## config.mk

```make
export PLATFORM = sky130hd
export DESIGN_NAME = loPhase
export DESIGN_NICKNAME = d
export VERILOG_FILES = /design/src/design/bpmPkg.sv /design/src/design/loPhase.sv
export SDC_FILE = /design/constraint.sdc
export NUM_CORES = 1
export LEC_CHECK = 0
export BUFFER_PORTS_ARGS = -buffer_cell sky130_fd_sc_hd__buf_2
export CORE_AREA = 2 2 39 41
export DETAILED_ROUTE_END_ITERATION = 8
export DIE_AREA = 0 0 41 43
export PLACE_DENSITY = 0.61
export SLEW_MARGIN = 20
export SYNTH_ARGS = -nofsm -noshare
export SYNTH_HDL_FRONTEND = slang
export SYNTH_SLANG_ARGS = --single-unit
```

## constraint.sdc

```tcl
create_clock -name clk -period 1.65 [get_ports clk]
set_input_delay 0.165 -clock clk [delete_from_list [all_inputs] [get_ports clk]]
set_output_delay 0.165 -clock clk [all_outputs]
set_load 0.02 [all_outputs]
```

## src/design/bpmPkg.sv

```systemverilog
/* BPM front end shared definitions
   widths, LO tables, enums and the frame and result structs */
package bpmPkg;

    //////////////////////////////////////////////////
    // sizes
    localparam int NumChannels    = 4;
    localparam int AdcWidth       = 16;
    localparam int LoWidth        = 12;
    localparam int ProductWidth   = AdcWidth + LoWidth - 1;
    localparam int SamplesPerTurn = 8;
    localparam int PhaseWidth     = $clog2(SamplesPerTurn);
    localparam int SumWidth       = ProductWidth + 3;
    localparam int MagWidth       = 24;
    localparam int TurnTagWidth   = 8;
    localparam int ChannelWidth   = $clog2(NumChannels);
    localparam int SumShiftWidth  = 4;
    localparam int CfgDataWidth   = 32;
    localparam int DropCountWidth = 8;

    // flow control
    localparam int EngineCredits     = 2;
    localparam int EngineCreditWidth = $clog2(EngineCredits + 1);
    localparam int SlotPtrWidth      = $clog2(EngineCredits);
    localparam int HostCredits       = 4;
    localparam int HostCreditWidth   = $clog2(HostCredits + 1);

    // saturation limits of the signed sums and the magnitude
    localparam logic signed [MagWidth-1:0] MagMax = {1'b0, {(MagWidth - 1){1'b1}}};
    localparam logic signed [MagWidth-1:0] MagMin = {1'b1, {(MagWidth - 1){1'b0}}};

    //////////////////////////////////////////////////
    // local oscillator, one full cycle per turn
    localparam logic signed [LoWidth-1:0] LoPeak = 12'sd2047;

    typedef logic signed [LoWidth-1:0] loTable_t [SamplesPerTurn];

    localparam loTable_t LoCosTable = '{
        12'sd2047, 12'sd1447, 12'sd0, -12'sd1447,
        -12'sd2047, -12'sd1447, 12'sd0, 12'sd1447
    };
    localparam loTable_t LoSinTable = '{
        12'sd0, 12'sd1447, 12'sd2047, 12'sd1447,
        12'sd0, -12'sd1447, -12'sd2047, -12'sd1447
    };

    //////////////////////////////////////////////////
    // enums and structs
    typedef enum logic [1:0] {
        CfgControl   = 2'd0,
        CfgStatus    = 2'd1,
        CfgDropCount = 2'd2
    } cfgAddr_e;

    typedef enum logic {
        Idle  = 1'b0,
        Serve = 1'b1
    } engineState_e;

    typedef struct packed {
        logic signed [MagWidth-1:0] i;
        logic signed [MagWidth-1:0] q;
    } iqPair_t;

    typedef struct packed {
        logic [TurnTagWidth-1:0]      tag;
        iqPair_t [NumChannels-1:0]    iq;
    } sumFrame_t;

    typedef struct packed {
        logic [TurnTagWidth-1:0] tag;
        logic [ChannelWidth-1:0] channel;
        logic [MagWidth-1:0]     mag;
    } magResult_t;

    typedef struct packed {
        logic                     useRms;
        logic [SumShiftWidth-1:0] sumShift;
    } cfgControl_t;

endpackage
```

## src/design/loPhase.sv

```systemverilog
/* LO phase generator
   steps through the cos/sin table one entry per sample and flags turn ends */
module loPhase (
    input  logic                              clk,
    input  logic                              rstN,
    output logic [bpmPkg::PhaseWidth-1:0]     phase,
    output logic signed [bpmPkg::LoWidth-1:0] loCos,
    output logic signed [bpmPkg::LoWidth-1:0] loSin,
    output logic                              turnEnd
);
    import bpmPkg::*;

    // phase 0 lands on the first cycle out of reset
    always_ff @(posedge clk) begin
        if (!rstN) begin
            phase <= '0;
        end else begin
            phase <= phase + 1'b1;
        end
    end

    assign loCos = LoCosTable[phase];
    assign loSin = LoSinTable[phase];

    // last sample of the turn
    assign turnEnd = (phase == PhaseWidth'(SamplesPerTurn - 1));

endmodule

```

==> flow_metrics.env <==
export IMPL_status="complete, no violations"
export IMPL_cap_violations=0
export IMPL_die_x_um=41
export IMPL_place_inst=69
export IMPL_worstMarginPinSlew_ps=404
export IMPL_start_util_pct=24.5
export IMPL_netlist_cell_type_count=12
export IMPL_ir_drop_mv=0.447
export IMPL_hold_path_end="phase[2]"
export IMPL_dp_slack_ps=323
export IMPL_pwr_density_cell_nw_per_um2=1160
export IMPL_start_kind="flip-flop"
export IMPL_cts_num_sinks=3
export IMPL_synth_seq_cells=3
export IMPL_syn_avg_cell_area_um2=8.27
export IMPL_pwr_share_seq_pct=19.2
export IMPL_post_drt_wl_per_cell_um=7.97
export IMPL_yosys_top_cells_area="buf_4, ha_1, dfxtp_1"
export IMPL_grt_max_degree=12
export IMPL_core_area_um2=1380
export IMPL_clk_path_buf_depth=2
export IMPL_crit_type="flip-flop to output pin"
export IMPL_finalSetupViolCount=0
export IMPL_clk_latency_ps=230
export IMPL_via_per_inst=3.60
export IMPL_cp_max_fo=6
export IMPL_insertedDiodeCount=0
export IMPL_final_net_count=65
export IMPL_vias=263
export IMPL_p_switching_mw=0.222
export IMPL_root_buffer="clkbuf_4"
export IMPL_instances_no_fill=73
export IMPL_setup_tns_final_ps=0
export IMPL_cts_tree="done"
export IMPL_min_from="rstN"
export IMPL_final_hold_viol_count=0
export IMPL_layout_setup_ws_ps=154
export IMPL_finalCritPeriodShare_pct=90.7
export IMPL_rsz0062_at_grt="false"
export IMPL_worstHoldPathType="primary input to flip-flop"
export IMPL_top_regs="phase (3)"
export IMPL_die_h_um=43
export IMPL_top_register="phase"
export IMPL_drc_errors=0
export IMPL_yosysSeqAreaShare_pct=17.7
export IMPL_holdPathStages=2
export IMPL_pwr_share_clk_pct=27.5
export IMPL_period_needed_ps=1500
export IMPL_track_usage_pct=7.12
export IMPL_cp_arrival_ps=1330
export IMPL_cts_htree_levels=1
export IMPL_numCtsBuffers=3
export IMPL_max_freq_ghz=0.668
export IMPL_synth_largest_area_cell="buf_4"
export IMPL_synthToLayoutAreaGrowth_pct=20.3
export IMPL_portBuffers=29
export IMPL_first_pass_iters=1
export IMPL_combPwrFrac_pct=53.3
export IMPL_ant_nets=0
export IMPL_pin_count=30
export IMPL_clk_pin_slew_worst_paths_ps=40
export IMPL_synth_warning_count=0
export IMPL_synth_top_area_share_pct=35.4
export IMPL_syn_num_nets=48
export IMPL_die_area_um2=1760
export IMPL_drt_initial_drc_count=0
export IMPL_cp_end_kind="output pin"
export IMPL_reg2reg_from="phase[2]"
export IMPL_wl_um=582
export IMPL_drv_slew=0
export IMPL_gp_congestion=0.535
export IMPL_grt_pass1_vias=210
export IMPL_antenna_found_initial=0
export IMPL_slew_headroom_pct=73.0
export IMPL_netlist_area_um2=339
export IMPL_cellLeakagePower_nw=0.245
export IMPL_final_core_util_pct=29.5
export IMPL_worstReg2RegEnd="phase[2]"
export IMPL_netSwitchingFraction_pct=46.8
export IMPL_largest_register_ffs=3
export IMPL_reg2reg_depth=2
export IMPL_hpwl_um=482
export IMPL_rrSetupSlack_ps=560
export IMPL_skew_ps=3.11
export IMPL_worst_endpoint_required_ps=1480
export IMPL_cts_hold_buf=0
export IMPL_intPower_mw=0.252
export IMPL_synth_cells=41
export IMPL_drive_above_1_share_pct=64.9
export IMPL_rows=14
export IMPL_overflow=0
export IMPL_grt_pass1_wl_um=848
## cell usage in the layout (no fill, tap or decap)
cell	count
inv_1	4
clkbuf_1	1
and2_1	2
nand2_1	2
o21ai_1	1
ha_1	5
clkbuf_4	3
dfxtp_2	2
nor2_2	1
buf_2	29
o21ai_2	1
nor2_1	1
dfxtp_1	1
a21oi_1	1
mux2_4	1
nor2b_1	2
## cell families after synthesis
| logic type | Yosys count | share of synthesized area [%] |
|---|---|---|
| adders and majority gates | 5 | 18.5 |
| muxes | 1 | 4.43 |
| AOI/OAI and AO/OA | 3 | 4.43 |
| buffers and inverters | 21 | 43.2 |
| DFF | 3 | 17.7 |
| and+or+nand+nor | 8 | 11.8 |
## worst max-delay path by stage
stage               slack, ps  depth (start not counted)  endpoint  startpoint
detailed placement        320                          4  loCos[9]    phase[0]
CTS                        60                          4  loCos[9]    phase[0]
global route               40                          4  loCos[3]    phase[1]
finish                    150                          4  loCos[9]    phase[0]
floorplan                  30                          4  loSin[4]    phase[1]
global placement          380                          4  loCos[3]    phase[0]
## metrics by stage
stage               instance area, um2  power (mW)  hold WS (ps)
CTS                                405       0.483           160
finish                             408       0.474           167
detailed placement                 379       0.347           408
global placement                   379       0.346           405
global route                       408       0.507           174
floorplan                          345       0.343           292
## power groups by stage
stage	combinational (mW)	sequential [mW]	clock (mW)
after detailed placement	0.256	0.0912	0
after floorplan	0.249	0.0941	0
after global routing	0.273	0.0935	0.140
final	0.252	0.0911	0.130
after CTS	0.256	0.0901	0.137
after global placement	0.255	0.0910	0
## layer usage
layer  GRT usage [%]  routed length [um]
met1            8.65                 231
met2            10.0                 295
met5               0                   0
met3            1.57                  43
met4            6.00                  12
## area by class of cell
type | instances | area [um2]
fill | 157 | 976
timing repair buffer | 29 | 145
multi-input combinational | 17 | 139
tap | 16 | 20.0
inverter | 4 | 15.0
sequential | 3 | 62.6
clock buffer | 4 | 26.3
## what timing repair did
action	in CTS	in global routing
resized for setup	0	2
buffers inserted	0	0
hold endpoints to repair	0	0
setup endpoints to repair	0	4
## critical path: stages, from the launching register on
cell and delay, ps:
dfxtp_2 360, inv_1 70, ha_1 320, o21ai_2 160, buf_2 190
## synthesized netlist by cell type
cell / instances
buf_4: 16
a21oi_1: 1
o21ai_0: 2
inv_1: 4
ha_1: 5
buf_6: 1
mux2_4: 1
nor2_1: 2
nand2_1: 2
dfxtp_1: 3
nor2b_1: 2
and2_1: 2
Power figures use the tool's default switching activity.
