`config.mk`:
```
export PLATFORM = sky130hd
export DESIGN_NAME = magnitudeEngine
export DESIGN_NICKNAME = d
export VERILOG_FILES = /design/src/design/bpmPkg.sv /design/src/design/magnitudeEngine.sv
export SDC_FILE = /design/constraint.sdc
export NUM_CORES = 1
export LEC_CHECK = 0
export BUFFER_PORTS_ARGS = -buffer_cell sky130_fd_sc_hd__buf_4
export CORE_MARGIN = 1
export CORE_UTILIZATION = 46
export DETAILED_ROUTE_END_ITERATION = 7
export PLACE_DENSITY = 0.66
export SYNTH_ARGS = -nofsm -noshare
export SYNTH_HDL_FRONTEND = slang
export SYNTH_SLANG_ARGS = --single-unit
```
`constraint.sdc`:
```
create_clock -name clk -period 27.7 [get_ports clk]
set_input_delay 1.385 -clock clk [delete_from_list [all_inputs] [get_ports clk]]
set_output_delay 1.385 -clock clk [all_outputs]
set_load 0.05 [all_outputs]
```
`src/design/bpmPkg.sv`:
```
/* BPM front end shared definitions
   widths, LO tables, enums and the frame and result structs */
package bpmPkg;

    //////////////////////////////////////////////////
    // sizes
    localparam int NumChannels    = 4;
    localparam int AdcWidth       = 16;
    localparam int LoWidth        = 12;
    localparam int ProductWidth   = AdcWidth + LoWidth - 1;
    localparam int SamplesPerTurn = 8;
    localparam int PhaseWidth     = $clog2(SamplesPerTurn);
    localparam int SumWidth       = ProductWidth + 3;
    localparam int MagWidth       = 24;
    localparam int TurnTagWidth   = 8;
    localparam int ChannelWidth   = $clog2(NumChannels);
    localparam int SumShiftWidth  = 4;
    localparam int CfgDataWidth   = 32;
    localparam int DropCountWidth = 8;

    // flow control
    localparam int EngineCredits     = 2;
    localparam int EngineCreditWidth = $clog2(EngineCredits + 1);
    localparam int SlotPtrWidth      = $clog2(EngineCredits);
    localparam int HostCredits       = 4;
    localparam int HostCreditWidth   = $clog2(HostCredits + 1);

    // saturation limits of the signed sums and the magnitude
    localparam logic signed [MagWidth-1:0] MagMax = {1'b0, {(MagWidth - 1){1'b1}}};
    localparam logic signed [MagWidth-1:0] MagMin = {1'b1, {(MagWidth - 1){1'b0}}};

    //////////////////////////////////////////////////
    // local oscillator, one full cycle per turn
    localparam logic signed [LoWidth-1:0] LoPeak = 12'sd2047;

    typedef logic signed [LoWidth-1:0] loTable_t [SamplesPerTurn];

    localparam loTable_t LoCosTable = '{
        12'sd2047, 12'sd1447, 12'sd0, -12'sd1447,
        -12'sd2047, -12'sd1447, 12'sd0, 12'sd1447
    };
    localparam loTable_t LoSinTable = '{
        12'sd0, 12'sd1447, 12'sd2047, 12'sd1447,
        12'sd0, -12'sd1447, -12'sd2047, -12'sd1447
    };

    //////////////////////////////////////////////////
    // enums and structs
    typedef enum logic [1:0] {
        CfgControl   = 2'd0,
        CfgStatus    = 2'd1,
        CfgDropCount = 2'd2
    } cfgAddr_e;

    typedef enum logic {
        Idle  = 1'b0,
        Serve = 1'b1
    } engineState_e;

    typedef struct packed {
        logic signed [MagWidth-1:0] i;
        logic signed [MagWidth-1:0] q;
    } iqPair_t;

    typedef struct packed {
        logic [TurnTagWidth-1:0]      tag;
        iqPair_t [NumChannels-1:0]    iq;
    } sumFrame_t;

    typedef struct packed {
        logic [TurnTagWidth-1:0] tag;
        logic [ChannelWidth-1:0] channel;
        logic [MagWidth-1:0]     mag;
    } magResult_t;

    typedef struct packed {
        logic                     useRms;
        logic [SumShiftWidth-1:0] sumShift;
    } cfgControl_t;

endpackage
```
`src/design/magnitudeEngine.sv`:
```
/* Shared magnitude engine
   buffers two frames and serves the four channels in turn as max + min/2,
   one result per host credit */
module magnitudeEngine (
    input  logic               clk,
    input  logic               rstN,
    input  logic               frameValid,
    input  bpmPkg::sumFrame_t  frame,
    output logic               frameCredit,
    input  logic               hostCredit,
    output logic               magValid,
    output bpmPkg::magResult_t mag
);
    import bpmPkg::*;

    engineState_e                state;
    sumFrame_t                   slots [EngineCredits];
    logic [SlotPtrWidth-1:0]     wrPtr;
    logic [SlotPtrWidth-1:0]     rdPtr;
    logic [EngineCreditWidth-1:0] used;
    logic [HostCreditWidth-1:0]  hostCount;
    logic [ChannelWidth-1:0]     channel;
    logic                        pop;
    iqPair_t                     pair;
    logic [MagWidth-1:0]         absI;
    logic [MagWidth-1:0]         absQ;
    logic [MagWidth-1:0]         larger;
    logic [MagWidth-1:0]         smaller;
    logic [MagWidth:0]           estimate;

    //////////////////////////////////////////////////
    // frame slots
    always_ff @(posedge clk) begin
        if (frameValid) begin
            slots[wrPtr] <= frame;
        end
    end

    //////////////////////////////////////////////////
    // magnitude of the current channel
    always_comb begin
        pair = slots[rdPtr].iq[channel];
        absI = pair.i[MagWidth-1] ? -pair.i : pair.i;
        absQ = pair.q[MagWidth-1] ? -pair.q : pair.q;
        larger = (absI > absQ) ? absI : absQ;
        smaller = (absI > absQ) ? absQ : absI;
        estimate = {1'b0, larger} + {2'b00, smaller[MagWidth-1:1]};
        mag.tag = slots[rdPtr].tag;
        mag.channel = channel;
        mag.mag = (estimate > {1'b0, MagMax}) ? MagMax : estimate[MagWidth-1:0];
    end

    // stall while the host holds all credits
    assign magValid = (state == Serve) && (hostCount != '0);
    assign pop = magValid && (channel == ChannelWidth'(NumChannels - 1));

    always_ff @(posedge clk) begin
        if (!rstN) begin
            state       <= Idle;
            wrPtr       <= '0;
            rdPtr       <= '0;
            used        <= '0;
            hostCount   <= HostCreditWidth'(HostCredits);
            channel     <= '0;
            frameCredit <= 1'b0;
        end else begin
            if (frameValid) begin
                wrPtr <= wrPtr + 1'b1;
            end
            if (pop) begin
                rdPtr <= rdPtr + 1'b1;
            end
            used <= used + EngineCreditWidth'(frameValid) - EngineCreditWidth'(pop);
            hostCount <= hostCount + HostCreditWidth'(hostCredit)
                       - HostCreditWidth'(magValid);
            if (magValid) begin
                channel <= channel + 1'b1;
            end
            // slot freed after channel 3 goes out
            frameCredit <= pop;
            case (state)
                Idle: begin
                    if (frameValid) begin
                        state <= Serve;
                    end
                end
                Serve: begin
                    if (pop && used == EngineCreditWidth'(1) && !frameValid) begin
                        state <= Idle;
                    end
                end
                default: state <= Idle;
            endcase
        end
    end

    // host credits never wrap below zero or above the grant
    hostBound: assert property (@(posedge clk) disable iff (!rstN)
        hostCount <= HostCreditWidth'(HostCredits));

    // results only come from a buffered frame
    serveHasFrame: assert property (@(posedge clk) disable iff (!rstN)
        magValid |-> (used != '0));

endmodule

```
==> results of run 1 <==
layout make-up:
type / count / share of cell area
well taps: 539 / 0.02898
multi-input cells: 725 / 0.2960
diodes: 1 / 0.0001075
inverters: 45 / 0.007258
clock inverters: 25 / 0.009194
clock buffers: 51 / 0.04935
repair buffers: 253 / 0.08215
flip-flops and latches: 412 / 0.5269
registers in the layout (all words and copies together), names as in the netlist, named ones only:
register     flops
used             2
frameCredit      1
state            1
rdPtr            1
wrPtr            1
slots          400
channel          2
hostCount        3
layout by cell type (no fill, tap or decap), types with 6 or more instances in the layout:
master and count:
a21o_1 16, a21oi_1 28, a221oi_1 7, a31oi_1 6
and2_1 11, buf_4 252, clkbuf_1 6, clkbuf_16 45
clkinv_1 15, dfxtp_1 9, edfxtp_1 400, ha_1 54
inv_1 45, mux2_2 14, mux2i_1 92, mux4_1 7
mux4_2 78, nand2_1 40, nand2_2 10, nand2b_1 8
nand3_1 10, nand4_1 6, nor2_1 58, nor2b_1 10
nor3_1 36, o21a_1 12, o21ai_0 39, o21bai_1 6
o22ai_1 8, o31ai_1 11, xnor2_1 36, xor2_1 24
critical path: cells and delay by family (launching register included):
family	cells	cell delay [ns]
mux	1	0.29
simple gates	8	2.21
buf+inv	7	2.25
fa+ha+maj	3	0.90
xor+xnor	1	0.25
flops	1	0.74
compound gates	13	3.33
metal layers:
| layer | part of all wire | routed length, µm | vias to the layer above |
|---|---|---|---|
| met5 | 0.00024 | 11 | - |
| met4 | 0.022 | 1010 | 2 |
| met3 | 0.062 | 2820 | 60 |
| met2 | 0.48 | 21920 | 353 |
| met1 | 0.44 | 19890 | 5778 |
| li1 | - | - | 5404 |
cells by family after synthesis:
family / share of synthesized area
multiplexers: 0.1568
buffers and inverters: 0.02546
other: 0.0001912
AND/OR/NAND/NOR: 0.06425
XOR/XNOR: 0.02680
AO/OA/AOI/OAI: 0.06515
flip-flops: 0.6248
adder cells (fa/ha/maj): 0.03650
worst paths after layout:
| check | startpoint | endpoint | slack [ns] | depth (start not counted) |
|---|---|---|---|---|
| worst max register to register | wrPtr | slots[1][119] | 24.35 | 3 |
| worst min-delay path | hostCount[2] | hostCount[2] | 0.51 | 2 |
| worst min register to register | hostCount[2] | hostCount[2] | 0.51 | 2 |
| worst max-delay path | channel[0] | mag[3] | 15.73 | 33 |
stage by stage:
| stage | worst slack (ns) | area, µm² | std cells | hold slack [ns] |
|---|---|---|---|---|
| 2_1_floorplan | 16.86 | 19610 | 1235 | 0.4663 |
| 3_3_place_gp | 16.50 | 21910 | 1974 | 0.4805 |
| 3_5_place_dp | 16.29 | 21910 | 1974 | 0.4873 |
| 4_1_cts | 15.66 | 23270 | 2050 | 0.5065 |
| 5_1_grt | 14.96 | 23270 | 2051 | 0.5396 |
| 6_report | 15.73 | 23270 | 2051 | 0.5082 |
==> run metrics, run 1 <==
Syn Area/Cell=15.88 µm²; GR Overflow Total=0; share of the synthesized area in the top cell type=0.6126; warnings from Yosys=0; Max Cap Violations=0; Synth area leaders=edfxtp_1 61%, mux4_2 9.0%, mux2i_1 4.7%; final period utilization=0.4323; synthesized cell area=19610 µm²; I/O Pins=240; TNS Setup=0 ns; Final setup viols=0; Most Used Layer, Global Route=met2; DR pass1 iterations=5; clk_skew=0.01529 ns; starting density of the core=0.4664; Hold Crit Class=reg -> reg; CP endpoint kind=output pin; Yosys reg bits=412; Worst Path Required=26.31 ns; CP startpoint kind=flip-flop; Arr. time, crit path=10.59 ns; Max FO, Critical Path=54; CP max stage delay=0.74 ns; GPL Wtd Cong=0.8552; min Tclk post-route=11.97 ns; DR WL/cell=22.26 µm; WL final=45660 µm; Post-CTS Setup Bufs=0; area leader, netlist=edfxtp_1; H-tree levels=2; hold buffer count at CTS=0; clock buffer depth=3; die span in y=208.5 µm; hpwl dp=32690 µm; CTS clk-pin slew, worst paths=0.06 ns; drt initial violations=980; Area Overhead vs Synth=18.68%; Worst Setup Path Type=reg -> out; syn_nets=1495; Fmax=83.51 MHz; Storage cell area=12260 µm²; number of filler cells placed in the layout=3365; vias in the first global route=11760; number of flops mapped to enable cells by yosys=400; Yosys cell types=83; relative slew slack=0.2851; async set-reset flop share out of synthesis=0; status=finished, final reports clean; CTS tree=done; fin nets=1741; met3 usage=0.03970; first-pass GRT wire length=69230 µm; unrepaired setup endpoints after global routing=false; Tightest Pin Transition=1.072 ns; Vias/cell=5.654; Die Area=43460 µm²; Slowest-stage cell, CP=dfxtp_4; endpoints failing hold=0; CTS resizes=0; All-Layer GR Usage=0.2118; Die Wd=208.5 µm; clk_lat worst skew=0.56 ns; post-layout util=0.5536; largest net degree at the start of global routing=107; IO Port Bufs=238; drt drc=0; TritonCTS Sinks=412; Seq/Total Area, Yosys=0.6248; core area=42040 µm²; Final ANT Viol Nets=0; count leader, synth=edfxtp_1; met2 global-route usage=0.3410; Crit path top cell by count=buf_4; GR Util met1=0.2920; cells after synthesis=1235; CTS Buf Count=44; initial antenna violation count=2; ys flop type=edfxtp_1; routed via count=11600; share of cells above drive strength 1=0.2912; CTS root buf=clkbuf_16; Cell Rows=75; Slew Viols, Final=0; area occupied by multi-input gates=6889 µm²; Commonest cells post-synth=400 x edfxtp_1, 92 x mux2i_1, 78 x mux4_2
Power of run 1 is not shown: default switching activity piles up to over one toggle a cycle in this logic, so the estimate is an artifact.
==> run 2, diff against run 1 <==
--- a/config.mk
+++ b/config.mk
@@ -9,7 +9,7 @@
 export CORE_MARGIN = 1
 export CORE_UTILIZATION = 46
 export DETAILED_ROUTE_END_ITERATION = 7
-export PLACE_DENSITY = 0.66
+export PLACE_DENSITY = 0.68
 export SYNTH_ARGS = -nofsm -noshare
 export SYNTH_HDL_FRONTEND = slang
 export SYNTH_SLANG_ARGS = --single-unit
==> constraint.sdc (replaced) <==
create_clock -name clk -period 10.3 [get_ports clk]
set_input_delay 0.515 -clock clk [delete_from_list [all_inputs] [get_ports clk]]
set_output_delay 0.515 -clock clk [all_outputs]
set_load 0.05 [all_outputs]
==> run 2 against run 1 <==
Wire length fell by 1.4%. Highest routed layer is now met4. Largest cell class unchanged. Worst setup slack got worse by 15 ns. Die area did not move. Flip-flop and latch count did not move. Utilization rose by 0.48 points. Via count rose by 0.76%. Clock skew barely moved. Critical path depth fell by 3. Final area rose by 0.86%. Global-route usage fell by 0.32 points. Non-clock buffer count rose by 15.
==> run metrics, run 2 (synthesis gave the netlist of run 1 again) <==
status=finished, final reports clean; die span in y=208.5 µm; Crit Reg-Reg Endpoint=slots[0][97]; Largest register FFs=400; TNS Setup=0 ns; capture point of the critical path=mag[2]; share of cells above drive strength 1=0.3032; Tightest Pin Transition=1.046 ns; Arr. time, crit path=9.26 ns; Slowest-stage cell, CP=a221oi_1; CTS Buf Count=43; DR WL/cell=21.76 µm; Placement Cell Area=22020 µm²; Worst path depth=30; FF-to-FF path depth=3; Finished Layout Cells=2069; Worst Setup Path Type=reg -> out; Storage cell area=12260 µm²; clock buffer depth=3; Max Cap Violations=0; first-pass GRT wire length=68370 µm; crit path from=channel[0]; Slew Viols, Final=0; area occupied by multi-input gates=6930 µm²; drt drc=0; Vias/cell=5.648; All-Layer GR Usage=0.2086; clk_lat worst skew=0.57 ns; commonest non-fill, non-tap cells in the layout=400 x edfxtp_1, 264 x buf_4, 92 x mux2i_1, 78 x mux4_2, 58 x nor2_1; Final setup viols=0; Final ANT Viol Nets=0; Die Area=43460 µm²; GR Overflow Total=0; hold depth=1; most common cell after layout, fill and taps aside=edfxtp_1; DR pass1 iterations=5; Die Wd=208.5 µm; CTS root buf=clkbuf_16; final instance area=23470 µm²; drt initial violations=903; fin nets=1756; routed via count=11690; Fmax=102.3 MHz; starting density of the core=0.4664; final period utilization=0.9486; Cell Rows=75; endpoints failing hold=0; WL final=45030 µm; CP delay by family, top=compound AO/OA/AOI/OAI gates; I/O Pins=240; hold buffer count at CTS=0; core area=42040 µm²; CTS clk-pin slew, worst paths=0.06 ns; largest net degree at the start of global routing=79; H-tree levels=2; WP buf/inv=5; vias in the first global route=11820; initial antenna violation count=3; DP Cell Count=1987; Worst Path Required=9.79 ns; reg-to-reg setup timing slack=7.80 ns; clk_skew=0.01533 ns; Area Overhead vs Synth=19.70%; largest registers=slots x400, hostCount x3; TritonCTS Sinks=412; number of filler cells placed in the layout=3360; CP startpoint kind=flip-flop; Max FO, Critical Path=39; reg-to-reg startpoint=wrPtr; relative slew slack=0.3026; min Tclk post-route=9.771 ns; CP max stage delay=0.79 ns; CP endpoint kind=output pin; IO Port Bufs=238; GPL Wtd Cong=0.8284; CTS tree=done; hpwl dp=32280 µm; Hold Crit Class=in -> reg; largest register by flop count=slots; Crit path top cell by count=buf_4
[run 2: cell types whose count changed in the layout (fill, tap and decap cells not counted), sizes merged]
cell / delta
a31oi: +1
buf: +15
clkinv: -3
clkinvlp: +2
diode: +2
inv: +1
[run 2: metal layers]
layer	routed length, µm	part of all wire	GRT usage	vias to the layer above
met5	0	0	0	-
met1	19740	0.44	0.2898	5846
met4	935	0.021	0.07101	0
met3	2650	0.059	0.03698	55
met2	21710	0.48	0.3326	355
li1	-	-	-	5429
[run 2: worst register-to-register path: stages (launching register included)]
cell and delay, ns:
dfxtp_1 0.35, nor2b_4 0.11, buf_4 0.60, buf_4 0.94
[run 2: worst min-delay path by stage]
stage                         end  slack, ns          from
floorplan            hostCount[2]       0.47  hostCount[2]
global placement     hostCount[2]       0.48  hostCount[2]
detailed placement   hostCount[2]       0.48  hostCount[2]
CTS                 slots[1][154]       0.09    frame[154]
global route         slots[1][52]       0.11     frame[52]
finish              slots[0][153]       0.13    frame[153]
[run 2: what timing repair did]
action	in CTS	in global routing
endpoints found under the setup margin	23	23
gates cloned	1	0
setup buffers	1	1
gates resized for setup	0	5
pin swaps	1	0
[run 2: cell type report]
class | instances | area share
Sequential cell | 412 | 0.5224
Multi-Input combinational cell | 726 | 0.2953
Timing Repair Buffer | 268 | 0.08817
Clock buffer | 51 | 0.04803
Tap cell | 539 | 0.02873
Clock inverter | 25 | 0.009861
Inverter | 45 | 0.007196
Antenna cell | 3 | 0.0003198
[run 2: stage by stage]
step | util | hold WS [ns] | worst slack, ns
CTS | 0.5568 | 0.08918 | 0.1466
detailed placement | 0.5237 | 0.4824 | 0.3573
floorplan | - | 0.4663 | 0.3307
global placement | 0.5237 | 0.4822 | 0.7280
global route | 0.5583 | 0.1055 | -0.01429
finish | 0.5583 | 0.1255 | 0.5290
Power of run 2 is left out for the same reason.
