## src/design/bpmPkg.sv

```systemverilog
/* BPM front end shared definitions
   widths, LO tables, enums and the frame and result structs */
package bpmPkg;

    //////////////////////////////////////////////////
    // sizes
    localparam int NumChannels    = 4;
    localparam int AdcWidth       = 16;
    localparam int LoWidth        = 12;
    localparam int ProductWidth   = AdcWidth + LoWidth - 1;
    localparam int SamplesPerTurn = 8;
    localparam int PhaseWidth     = $clog2(SamplesPerTurn);
    localparam int SumWidth       = ProductWidth + 3;
    localparam int MagWidth       = 24;
    localparam int TurnTagWidth   = 8;
    localparam int ChannelWidth   = $clog2(NumChannels);
    localparam int SumShiftWidth  = 4;
    localparam int CfgDataWidth   = 32;
    localparam int DropCountWidth = 8;

    // flow control
    localparam int EngineCredits     = 2;
    localparam int EngineCreditWidth = $clog2(EngineCredits + 1);
    localparam int SlotPtrWidth      = $clog2(EngineCredits);
    localparam int HostCredits       = 4;
    localparam int HostCreditWidth   = $clog2(HostCredits + 1);

    // saturation limits of the signed sums and the magnitude
    localparam logic signed [MagWidth-1:0] MagMax = {1'b0, {(MagWidth - 1){1'b1}}};
    localparam logic signed [MagWidth-1:0] MagMin = {1'b1, {(MagWidth - 1){1'b0}}};

    //////////////////////////////////////////////////
    // local oscillator, one full cycle per turn
    localparam logic signed [LoWidth-1:0] LoPeak = 12'sd2047;

    typedef logic signed [LoWidth-1:0] loTable_t [SamplesPerTurn];

    localparam loTable_t LoCosTable = '{
        12'sd2047, 12'sd1447, 12'sd0, -12'sd1447,
        -12'sd2047, -12'sd1447, 12'sd0, 12'sd1447
    };
    localparam loTable_t LoSinTable = '{
        12'sd0, 12'sd1447, 12'sd2047, 12'sd1447,
        12'sd0, -12'sd1447, -12'sd2047, -12'sd1447
    };

    //////////////////////////////////////////////////
    // enums and structs
    typedef enum logic [1:0] {
        CfgControl   = 2'd0,
        CfgStatus    = 2'd1,
        CfgDropCount = 2'd2
    } cfgAddr_e;

    typedef enum logic {
        Idle  = 1'b0,
        Serve = 1'b1
    } engineState_e;

    typedef struct packed {
        logic signed [MagWidth-1:0] i;
        logic signed [MagWidth-1:0] q;
    } iqPair_t;

    typedef struct packed {
        logic [TurnTagWidth-1:0]      tag;
        iqPair_t [NumChannels-1:0]    iq;
    } sumFrame_t;

    typedef struct packed {
        logic [TurnTagWidth-1:0] tag;
        logic [ChannelWidth-1:0] channel;
        logic [MagWidth-1:0]     mag;
    } magResult_t;

    typedef struct packed {
        logic                     useRms;
        logic [SumShiftWidth-1:0] sumShift;
    } cfgControl_t;

endpackage
```

## src/design/bpmConfig.sv

```systemverilog
/* Configuration registers
   control word, sticky overflow status and saturating drop counter */
module bpmConfig (
    input  logic                             clk,
    input  logic                             rstN,
    input  logic                             cfgStrobe,
    input  bpmPkg::cfgAddr_e                 cfgAddr,
    input  logic [bpmPkg::CfgDataWidth-1:0]  cfgWriteData,
    output logic [bpmPkg::CfgDataWidth-1:0]  cfgReadData,
    output bpmPkg::cfgControl_t              control,
    input  logic                             overflowPulse,
    input  logic                             dropPulse
);
    import bpmPkg::*;

    logic                      overflowSticky;
    logic [DropCountWidth-1:0] dropCount;

    always_ff @(posedge clk) begin
        if (!rstN) begin
            control        <= '0;
            overflowSticky <= 1'b0;
            dropCount      <= '0;
        end else begin
            if (cfgStrobe && cfgAddr == CfgControl) begin
                control <= cfgWriteData[$bits(cfgControl_t)-1:0];
            end
            // a new overflow wins over a clear in the same cycle
            if (overflowPulse) begin
                overflowSticky <= 1'b1;
            end else if (cfgStrobe && cfgAddr == CfgStatus && cfgWriteData[0]) begin
                overflowSticky <= 1'b0;
            end
            if (cfgStrobe && cfgAddr == CfgDropCount) begin
                dropCount <= '0;
            end else if (dropPulse && dropCount != '1) begin
                dropCount <= dropCount + 1'b1;
            end
        end
    end

    // readback
    always_comb begin
        case (cfgAddr)
            CfgControl:   cfgReadData = CfgDataWidth'(control);
            CfgStatus:    cfgReadData = CfgDataWidth'(overflowSticky);
            CfgDropCount: cfgReadData = CfgDataWidth'(dropCount);
            default:      cfgReadData = '0;
        endcase
    end

endmodule

```

## config.mk

```make
export PLATFORM = sky130hd
export DESIGN_NAME = bpmConfig
export DESIGN_NICKNAME = d
export VERILOG_FILES = /design/src/design/bpmPkg.sv /design/src/design/bpmConfig.sv
export SDC_FILE = /design/constraint.sdc
export NUM_CORES = 1
export LEC_CHECK = 0
export ABC_AREA = 1
export BUFFER_PORTS_ARGS = -buffer_cell sky130_fd_sc_hd__buf_2
export CORE_UTILIZATION = 39
export DETAILED_ROUTE_END_ITERATION = 8
export PLACE_DENSITY = 0.86
export SYNTH_ARGS = -nofsm -noshare
export SYNTH_HDL_FRONTEND = slang
export SYNTH_SLANG_ARGS = --single-unit
```

## constraint.sdc

```tcl
create_clock -name clk -period 1.46 [get_ports clk]
set_input_delay 0.146 -clock clk [delete_from_list [all_inputs] [get_ports clk]]
set_output_delay 0.146 -clock clk [all_outputs]
set_load 0.01 [all_outputs]
```

==> impl_results.md, run 1 <==
* Post-CTS setup buffers at 0
* Inserted Diodes at 0
* Starting Density at 0.430
* GR Util All Layers at 0.156
* Yosys top cell by area: dfxtp_1
* Root Driver: clkbuf_4
* Routed vias/inst at 4.39
* Synth Area per Inst at 6.69 um^2
* Area growth from synthesis to layout at 8.41%
* Crit path DAT at 1.46 ns
* Max-slew violation count at 0
* HPWL Detailed at 1450 um
* Drc violations at 0
* Avg WL per Cell at 8.93 um
* Worst-path maximum fanout at 9
* P_sw at 0.223 mW
* Tcrit/Tclk final at 0.871
* Critical path launch point type: flop
* Clock power frac at 0.293
* Die W at 52.6 um
* Vias in the first global route at 770
* Mapped cell area at 997 um^2
* Final Skew at 0.00710 ns
* R2R cell count at 8
* Crit end category: flop
* Syn Inst Count at 149
* Top cells by area, synth: dfxtp_1, buf_4, nand2_1, nor2_1, nand3_1
* Cell area after layout at 1080 um^2
* Synth Area in Simple Gates at 0.348
* Rows at 17
* Placed Area at 1060 um^2
* R2R Path Start: dropCount[0]
* Vias after detailed routing at 891
* RD Place Congestion at 0.828
* Post-synthesis mux area share at 0
* Sequential power share at 0.535
* Port buffer count at 24
* Initial DRC count at 20
* CTS Sinks at 14
* Fillcell total at 237
* Static leakage at 0.558 nW
* Synth Area in Compound Gates at 0.0991
* Worst-Skew Late Latency at 0.28 ns
* Clock Pin Slew Worst Setup and Hold Paths at 0.09 ns
* # nets final at 217
* Resize count post-CTS at 0
* Xor and xnor fraction of the mapped netlist area at 0
* Share of the synthesized area in the top cell type at 0.281
* Crit Path Class: reg -> reg
* Layout Utilization at 0.466
* CTS tree: yes
* Cts bufs inserted at 3
* Largest net degree at the start of global routing at 11
* WP data required at 1.65 ns
* Count of final hold-check violations at 0
* Cell-internal power at 0.530 mW
* Ports at 76
* First-pass GRT wire length at 3140 um
* Yosys cell types at 18
* Adder-Cell Fraction of Synth Area at 0.0125
* HP Class: in -> reg
* Power Density at 696 nW/um^2
* Core Area at 2320 um^2
* Drt first pass iters at 4
* Fin crit period at 1.27 ns
* Grt total ovfl at 0
* Hold-fix buffers, CTS at 0
* Seq/Total Area, Yosys at 0.281
* Worst vdd ir at 0.344 mV
* Flop-to-flop setup slack at 0.19 ns
* Final ANT Viol Nets at 0
* Reg2reg end: dropCount[5]
* Sw Share at 0.296
* Worst Hold End: overflowSticky
* Die H at 52.6 um
* Initial antenna violation count at 0
* Design Power at 0.753 mW
* Number of synthesized register bits at 14
* Yosys warning count at 0
* Combinational group share of total power at 0.172
* Largest family of logic cells by synthesized area: simple AND/OR/NAND/NOR gates
* Final WL at 1810 um
* Max Buffers Root-to-Sink at 2
* FMAX at 787 MHz
* WHS Path Cells at 3
* Hold Crit Start: overflowPulse
* RSZ-0062 raised after global routing: no
* Status: complete, no violations
* Max Cap Viol at 0
* Share of cells above drive strength 1 at 0.229
* Setup Total Neg Slack at 0 ns
* Setup Viol. Count Final at 0
* H-Tree Depth at 1
* Die ar. at 2760 um^2
## synthesized netlist by cell type, drive strengths merged
master,number
nand4,1
dfxtp,14
inv,18
o21ai,8
nand2,31
nor2,27
conb,1
nand3,14
o211ai,1
ha,1
a21oi,8
buf,25
## per-stage QoR
stage,setup WS [ns],cells,hold WS (ns)
finish,0.189,203,0.0705
global route,0.0766,203,0.0823
CTS,0.185,203,0.0745
detailed placement,0.207,200,0.366
global placement,0.225,200,0.361
floorplan,0.294,172,0.263
## flip-flops by register name (all words and copies together), names as in the netlist
register	count
control	5
dropCount	8
overflowSticky	1
## worst max-delay path: stages, from the launching register on
cell	delay, ns
dfxtp_1	0.39
ha_1	0.24
inv_1	0.09
nor2_4	0.12
nand2_4	0.10
inv_1	0.09
nor2_1	0.04
nor2_1	0.08
nor2_1	0.04
## worst max-delay path by stage
stage / from / to / cells after the start
CTS: dropCount[0] / dropCount[5] / 8
finish: dropCount[0] / dropCount[5] / 8
detailed placement: dropCount[0] / dropCount[5] / 8
floorplan: dropCount[1] / dropCount[5] / 8
global route: dropCount[0] / dropCount[0] / 7
global placement: dropCount[0] / dropCount[5] / 8
## per-layer routing
metal,track usage,wire [um]
met1,0.193,782
met2,0.257,905
met3,0.0261,89
met4,0.0789,36
met5,0,0
## cells in the final DEF, fill, tap and decap left out, drive strengths merged
cell	synthesis	final
nand4	1	1
dfxtp	14	14
ha	1	1
nand2	31	31
inv	18	18
buf	25	25
conb	1	24
nand3	14	14
o211ai	1	1
o21ai	8	8
nor2	27	27
clkbuf	0	3
a21oi	8	8
## power groups by stage
stage	clock [mW]	combinational (mW)	sequential [mW]
after floorplan	0	0.130	0.414
after global placement	0	0.127	0.411
after detailed placement	0	0.129	0.411
after CTS	0.223	0.129	0.402
after global routing	0.237	0.149	0.404
final	0.221	0.129	0.402
## final cells by class
class,instances,area (um^2),share of cell area
clock buffers,3,22.5,0.0208
inverters,18,67.6,0.0625
multi-input cells,115,548,0.507
flip-flops and latches,14,280,0.259
well taps,28,35.0,0.0324
repair buffers,25,128,0.118
## logic make-up after synthesis
family / count (synthesis)
buf+inv: 43
simple gates: 73
compound gates: 17
flops: 14
other cells: 1
fa+ha+maj: 1
(Power assumes the default switching activity.)
==> inputs of run 2 (changes only) <==
--- a/config.mk
+++ b/config.mk
@@ -8,8 +8,10 @@
 export ABC_AREA = 1
 export BUFFER_PORTS_ARGS = -buffer_cell sky130_fd_sc_hd__buf_2
 export CORE_UTILIZATION = 39
+export CTS_CLUSTER_DIAMETER = 120
 export DETAILED_ROUTE_END_ITERATION = 8
 export PLACE_DENSITY = 0.86
+export RECOVER_POWER = 100
 export SYNTH_ARGS = -nofsm -noshare
 export SYNTH_HDL_FRONTEND = slang
 export SYNTH_SLANG_ARGS = --single-unit
==> impl_results.md, run 2 (synthesis gave the netlist of run 1 again) <==
* Cts bufs inserted at 3
* Initial DRC count at 24
* Setup Total Neg Slack at 0 ns
* Crit Path Class: reg -> reg
* Hold-fix buffers, CTS at 0
* Critical path launch point type: flop
* Largest Register: dropCount
* Crit end category: flop
* First-pass GRT wire length at 3140 um
* RD Place Congestion at 0.828
* Inserted Diodes at 0
* Layout Utilization at 0.453
* Tcrit/Tclk final at 0.870
* Grt total ovfl at 0
* Static leakage at 0.499 nW
* Core Area at 2320 um^2
* # nets final at 217
* Global route hottest layer: met2
* Drc violations at 0
* Count of final hold-check violations at 0
* Initial antenna violation count at 0
* HPWL Detailed at 1450 um
* Worst-path maximum fanout at 9
* Worst-Skew Late Latency at 0.28 ns
* Power Density at 707 nW/um^2
* Max Buffers Root-to-Sink at 2
* GR Util All Layers at 0.156
* Max reg flops at 8
* Resize count post-CTS at 0
* RSZ-0062 raised after global routing: no
* Status: complete, no violations
* Routed vias/inst at 4.35
* WP data required at 1.65 ns
* CTS Sinks at 14
* Most frequent CP cell: nor2_1
* Setup ws final at 0.190 ns
* Biggest regs: dropCount x8, control x5, overflowSticky x1
* Final Skew at 0.00805 ns
* Most frequent cells in the layout: nand2_1, nor2_1, conb_1
* Most common cell after layout, fill and taps aside: nand2_1
* Setup Viol. Count Final at 0
* Worst vdd ir at 0.343 mV
* Vias after detailed routing at 883
* Final ANT Viol Nets at 0
* Setup WS pre-CTS at 0.207 ns
* Share of cells above drive strength 1 at 0.137
* Worst path slowest cell: dfxtp_1
* Fin crit period at 1.27 ns
* Ports at 76
* CP cell instances: ha_1 -> inv_1 -> nor2_4 -> nand2_4 -> inv_1 -> nor2_1 -> nor2_1 -> nor2_1
* Met1 usage at 0.193
* Root Driver: clkbuf_4
* Drt first pass iters at 4
* Crit path DAT at 1.46 ns
* Post-CTS setup buffers at 0
* H-Tree Depth at 1
* Met2 GRT Util at 0.257
* Max-slew violation count at 0
* Die H at 52.6 um
* Final WL at 1820 um
* Hold slack at 0.0748 ns
* Avg WL per Cell at 8.99 um
* CTS tree: yes
* CP peak stage delay at 0.39 ns
* HP Class: in -> reg
* Starting Density at 0.430
* Die ar. at 2760 um^2
* Port buffer count at 24
* Rows at 17
* FMAX at 787 MHz
* Vias in the first global route at 770
* Die W at 52.6 um
* M3 GR Usage at 0.0261
* Max Cap Viol at 0
* Area growth from synthesis to layout at 5.40%
* Largest net degree at the start of global routing at 11
* Clock Pin Slew Worst Setup and Hold Paths at 0.09 ns
-- run 2: path summary, 6_finish.rpt --
check / slack [ns] / depth (start not counted) / end / startpoint
worst max-delay path: 0.19 / 8 / dropCount[5] / dropCount[0]
worst min-delay path: 0.07 / 3 / overflowSticky / overflowPulse
worst max register to register: 0.19 / 8 / dropCount[5] / dropCount[0]
worst min register to register: 0.49 / 2 / control[0] / control[0]
-- run 2: routing by layer --
metal | up-vias | routed length, um
met5 | - | 0
met4 | 0 | 40
met3 | 5 | 80
met2 | 26 | 901
met1 | 383 | 801
li1 | 469 | -
-- run 2: critical path: cells and delay by family, from the launching register on --
kind / cells / cell delay (ns)
DFF: 1 / 0.39
adders and majority gates: 1 / 0.23
buffers and inverters: 2 / 0.18
and+or+nand+nor: 5 / 0.38
-- run 2: through the flow --
stage | cells | instance area [um^2] | power, mW
2_1_floorplan | 172 | 1080 | 0.544
3_3_place_gp | 200 | 1060 | 0.538
3_5_place_dp | 200 | 1060 | 0.540
4_1_cts | 203 | 1080 | 0.755
5_1_grt | 203 | 1050 | 0.784
6_report | 203 | 1050 | 0.743
-- run 2: layout make-up --
| class | count | area, um^2 |
|---|---|---|
| fillers | 252 | 1270 |
| repair buffers | 25 | 108 |
| clock buffers | 3 | 22.5 |
| inverters | 18 | 67.6 |
| multi-input cells | 115 | 538 |
| flip-flops and latches | 14 | 280 |
| well taps | 28 | 35.0 |
-- run 2: where the power goes --
group | leakage, nW | switching [mW] | internal [mW]
logic | 0.371 | 0.0874 | 0.0351
registers | 0.114 | 0.00874 | 0.394
clock network | 0.0138 | 0.122 | 0.0957
==> inputs of run 3 (changes only) <==
--- a/config.mk
+++ b/config.mk
@@ -10,6 +10,7 @@
 export CORE_UTILIZATION = 39
 export CTS_CLUSTER_DIAMETER = 120
 export DETAILED_ROUTE_END_ITERATION = 8
+export GPL_TIMING_DRIVEN = 0
 export PLACE_DENSITY = 0.86
 export RECOVER_POWER = 100
 export SYNTH_ARGS = -nofsm -noshare
==> impl_results.md, run 3 (synthesis gave the netlist of run 1 again) <==
* FMAX at 772 MHz
* Inserted Diodes at 0
* Setup crit start: dropCount[1]
* Port buffer count at 23
* Worst vdd ir at 0.504 mV
* Max Cap Viol at 0
* Initial antenna violation count at 0
* Fillcell total at 234
* Max Buffers Root-to-Sink at 2
* Crit path DAT at 1.48 ns
* P_sw at 0.222 mW
* Hold slack at 0.0754 ns
* Resize count post-CTS at 0
* Starting Density at 0.430
* Largest Register: dropCount
* Status: complete, no violations
* Hold-fix buffers, CTS at 0
* Die H at 52.6 um
* R2R Path Start: dropCount[1]
* Max-slew violation count at 0
* RSZ-0062 raised after global routing: no
* Power Density at 641 nW/um^2
* Setup Total Neg Slack at 0 ns
* Sw Share at 0.282
* Drt first pass iters at 4
* HP Class: in -> reg
* Die W at 52.6 um
* Largest net degree at the start of global routing at 11
* Crit end category: flop
* H-Tree Depth at 1
* Avg WL per Cell at 8.88 um
* Die ar. at 2760 um^2
* Worst-path maximum fanout at 9
* GR Util All Layers at 0.161
* Hold Crit Start: overflowPulse
* Vias after detailed routing at 982
* Clock power frac at 0.269
* Biggest regs: dropCount x8, control x5, overflowSticky x1
* HPWL Detailed at 1610 um
* Initial DRC count at 29
* First-pass GRT wire length at 3230 um
* Grt total ovfl at 0
* Final ANT Viol Nets at 0
* Most common cell after layout, fill and taps aside: nand2_1
* Static leakage at 0.625 nW
* Layout Utilization at 0.530
* Crit Path Class: reg -> reg
* Clock Pin Slew Worst Setup and Hold Paths at 0.08 ns
* Count of final hold-check violations at 0
* Rows at 17
* Worst-Skew Late Latency at 0.27 ns
* Core Area at 2320 um^2
* RD Place Congestion at 0.848
* Setup Viol. Count Final at 0
* Cts bufs inserted at 3
* Ports at 76
* Final Skew at 0.00131 ns
* Sequential power share at 0.513
* Area growth from synthesis to layout at 23.2%
* Root Driver: clkbuf_4
* CTS Sinks at 14
* Cell-internal power at 0.566 mW
* Drc violations at 0
* Vias in the first global route at 785
* WP data required at 1.64 ns
* Most frequent cells in the layout: nand2_1, buf_4, nor2_1, conb_1, inv_1
* Final WL at 2010 um
* Post-CTS setup buffers at 0
* Critical path launch point type: flop
* Routed vias/inst at 4.35
* # nets final at 240
* Tcrit/Tclk final at 0.888
* Fin crit period at 1.30 ns
* Share of cells above drive strength 1 at 0.237
* Max reg flops at 8
* Combinational group share of total power at 0.219
* CTS tree: yes
==> run 3: cell count changes in the layout (fill, tap and decap cells not counted) <==
cell,delta
buf_4,+25
buf_2,-2
==> run 3: worst paths after layout <==
path,depth (start not counted),slack (ns),to
min reg2reg,2,0.49,control[0]
max,8,0.16,dropCount[5]
max reg2reg,8,0.16,dropCount[5]
min,3,0.08,overflowSticky
==> run 3: routing by layer <==
layer  vias up  global-route usage  part of all wire
li1        522                   -                 -
met1       425               0.185              0.42
met2        30               0.281              0.51
met3         5              0.0261             0.055
met4         0              0.0877             0.018
met5         -                   0                 0
==> run 3: power groups by stage <==
| stage | sequential (mW) | clock [mW] | combinational [mW] |
|---|---|---|---|
| 5_1_grt | 0.406 | 0.238 | 0.192 |
| 2_1_floorplan | 0.414 | 0 | 0.130 |
| 3_3_place_gp | 0.412 | 0 | 0.173 |
| 3_5_place_dp | 0.413 | 0 | 0.176 |
| 6_report | 0.404 | 0.212 | 0.172 |
| 4_1_cts | 0.404 | 0.217 | 0.176 |
==> run 3: area by class of cell <==
| cell class | count | area (um^2) | share of cell area |
|---|---|---|---|
| clock buffer | 3 | 22.5 | 0.0183 |
| timing repair buffer | 23 | 97.6 | 0.0794 |
| sequential | 14 | 280 | 0.228 |
| multi-input combinational | 115 | 538 | 0.438 |
| tap | 28 | 35.0 | 0.0285 |
| buffer | 25 | 188 | 0.153 |
| inverter | 18 | 67.6 | 0.0550 |
==> run 3: per-stage QoR <==
step / std cells / setup slack (ns) / instance area [um^2] / total power, mW
5_1_grt: 226 / 0.0379 / 1230 / 0.836
4_1_cts: 226 / 0.173 / 1260 / 0.797
3_3_place_gp: 223 / 0.201 / 1230 / 0.585
6_report: 226 / 0.164 / 1230 / 0.788
2_1_floorplan: 172 / 0.294 / 1080 / 0.544
3_5_place_dp: 223 / 0.192 / 1230 / 0.588
==> run 3: critical path, stage by stage, from the launching register on <==
cell	delay [ns]
dfxtp_1	0.40
ha_1	0.25
inv_1	0.09
nor2_4	0.12
nand2_4	0.10
inv_1	0.09
nor2_1	0.04
nor2_1	0.08
nor2_1	0.04
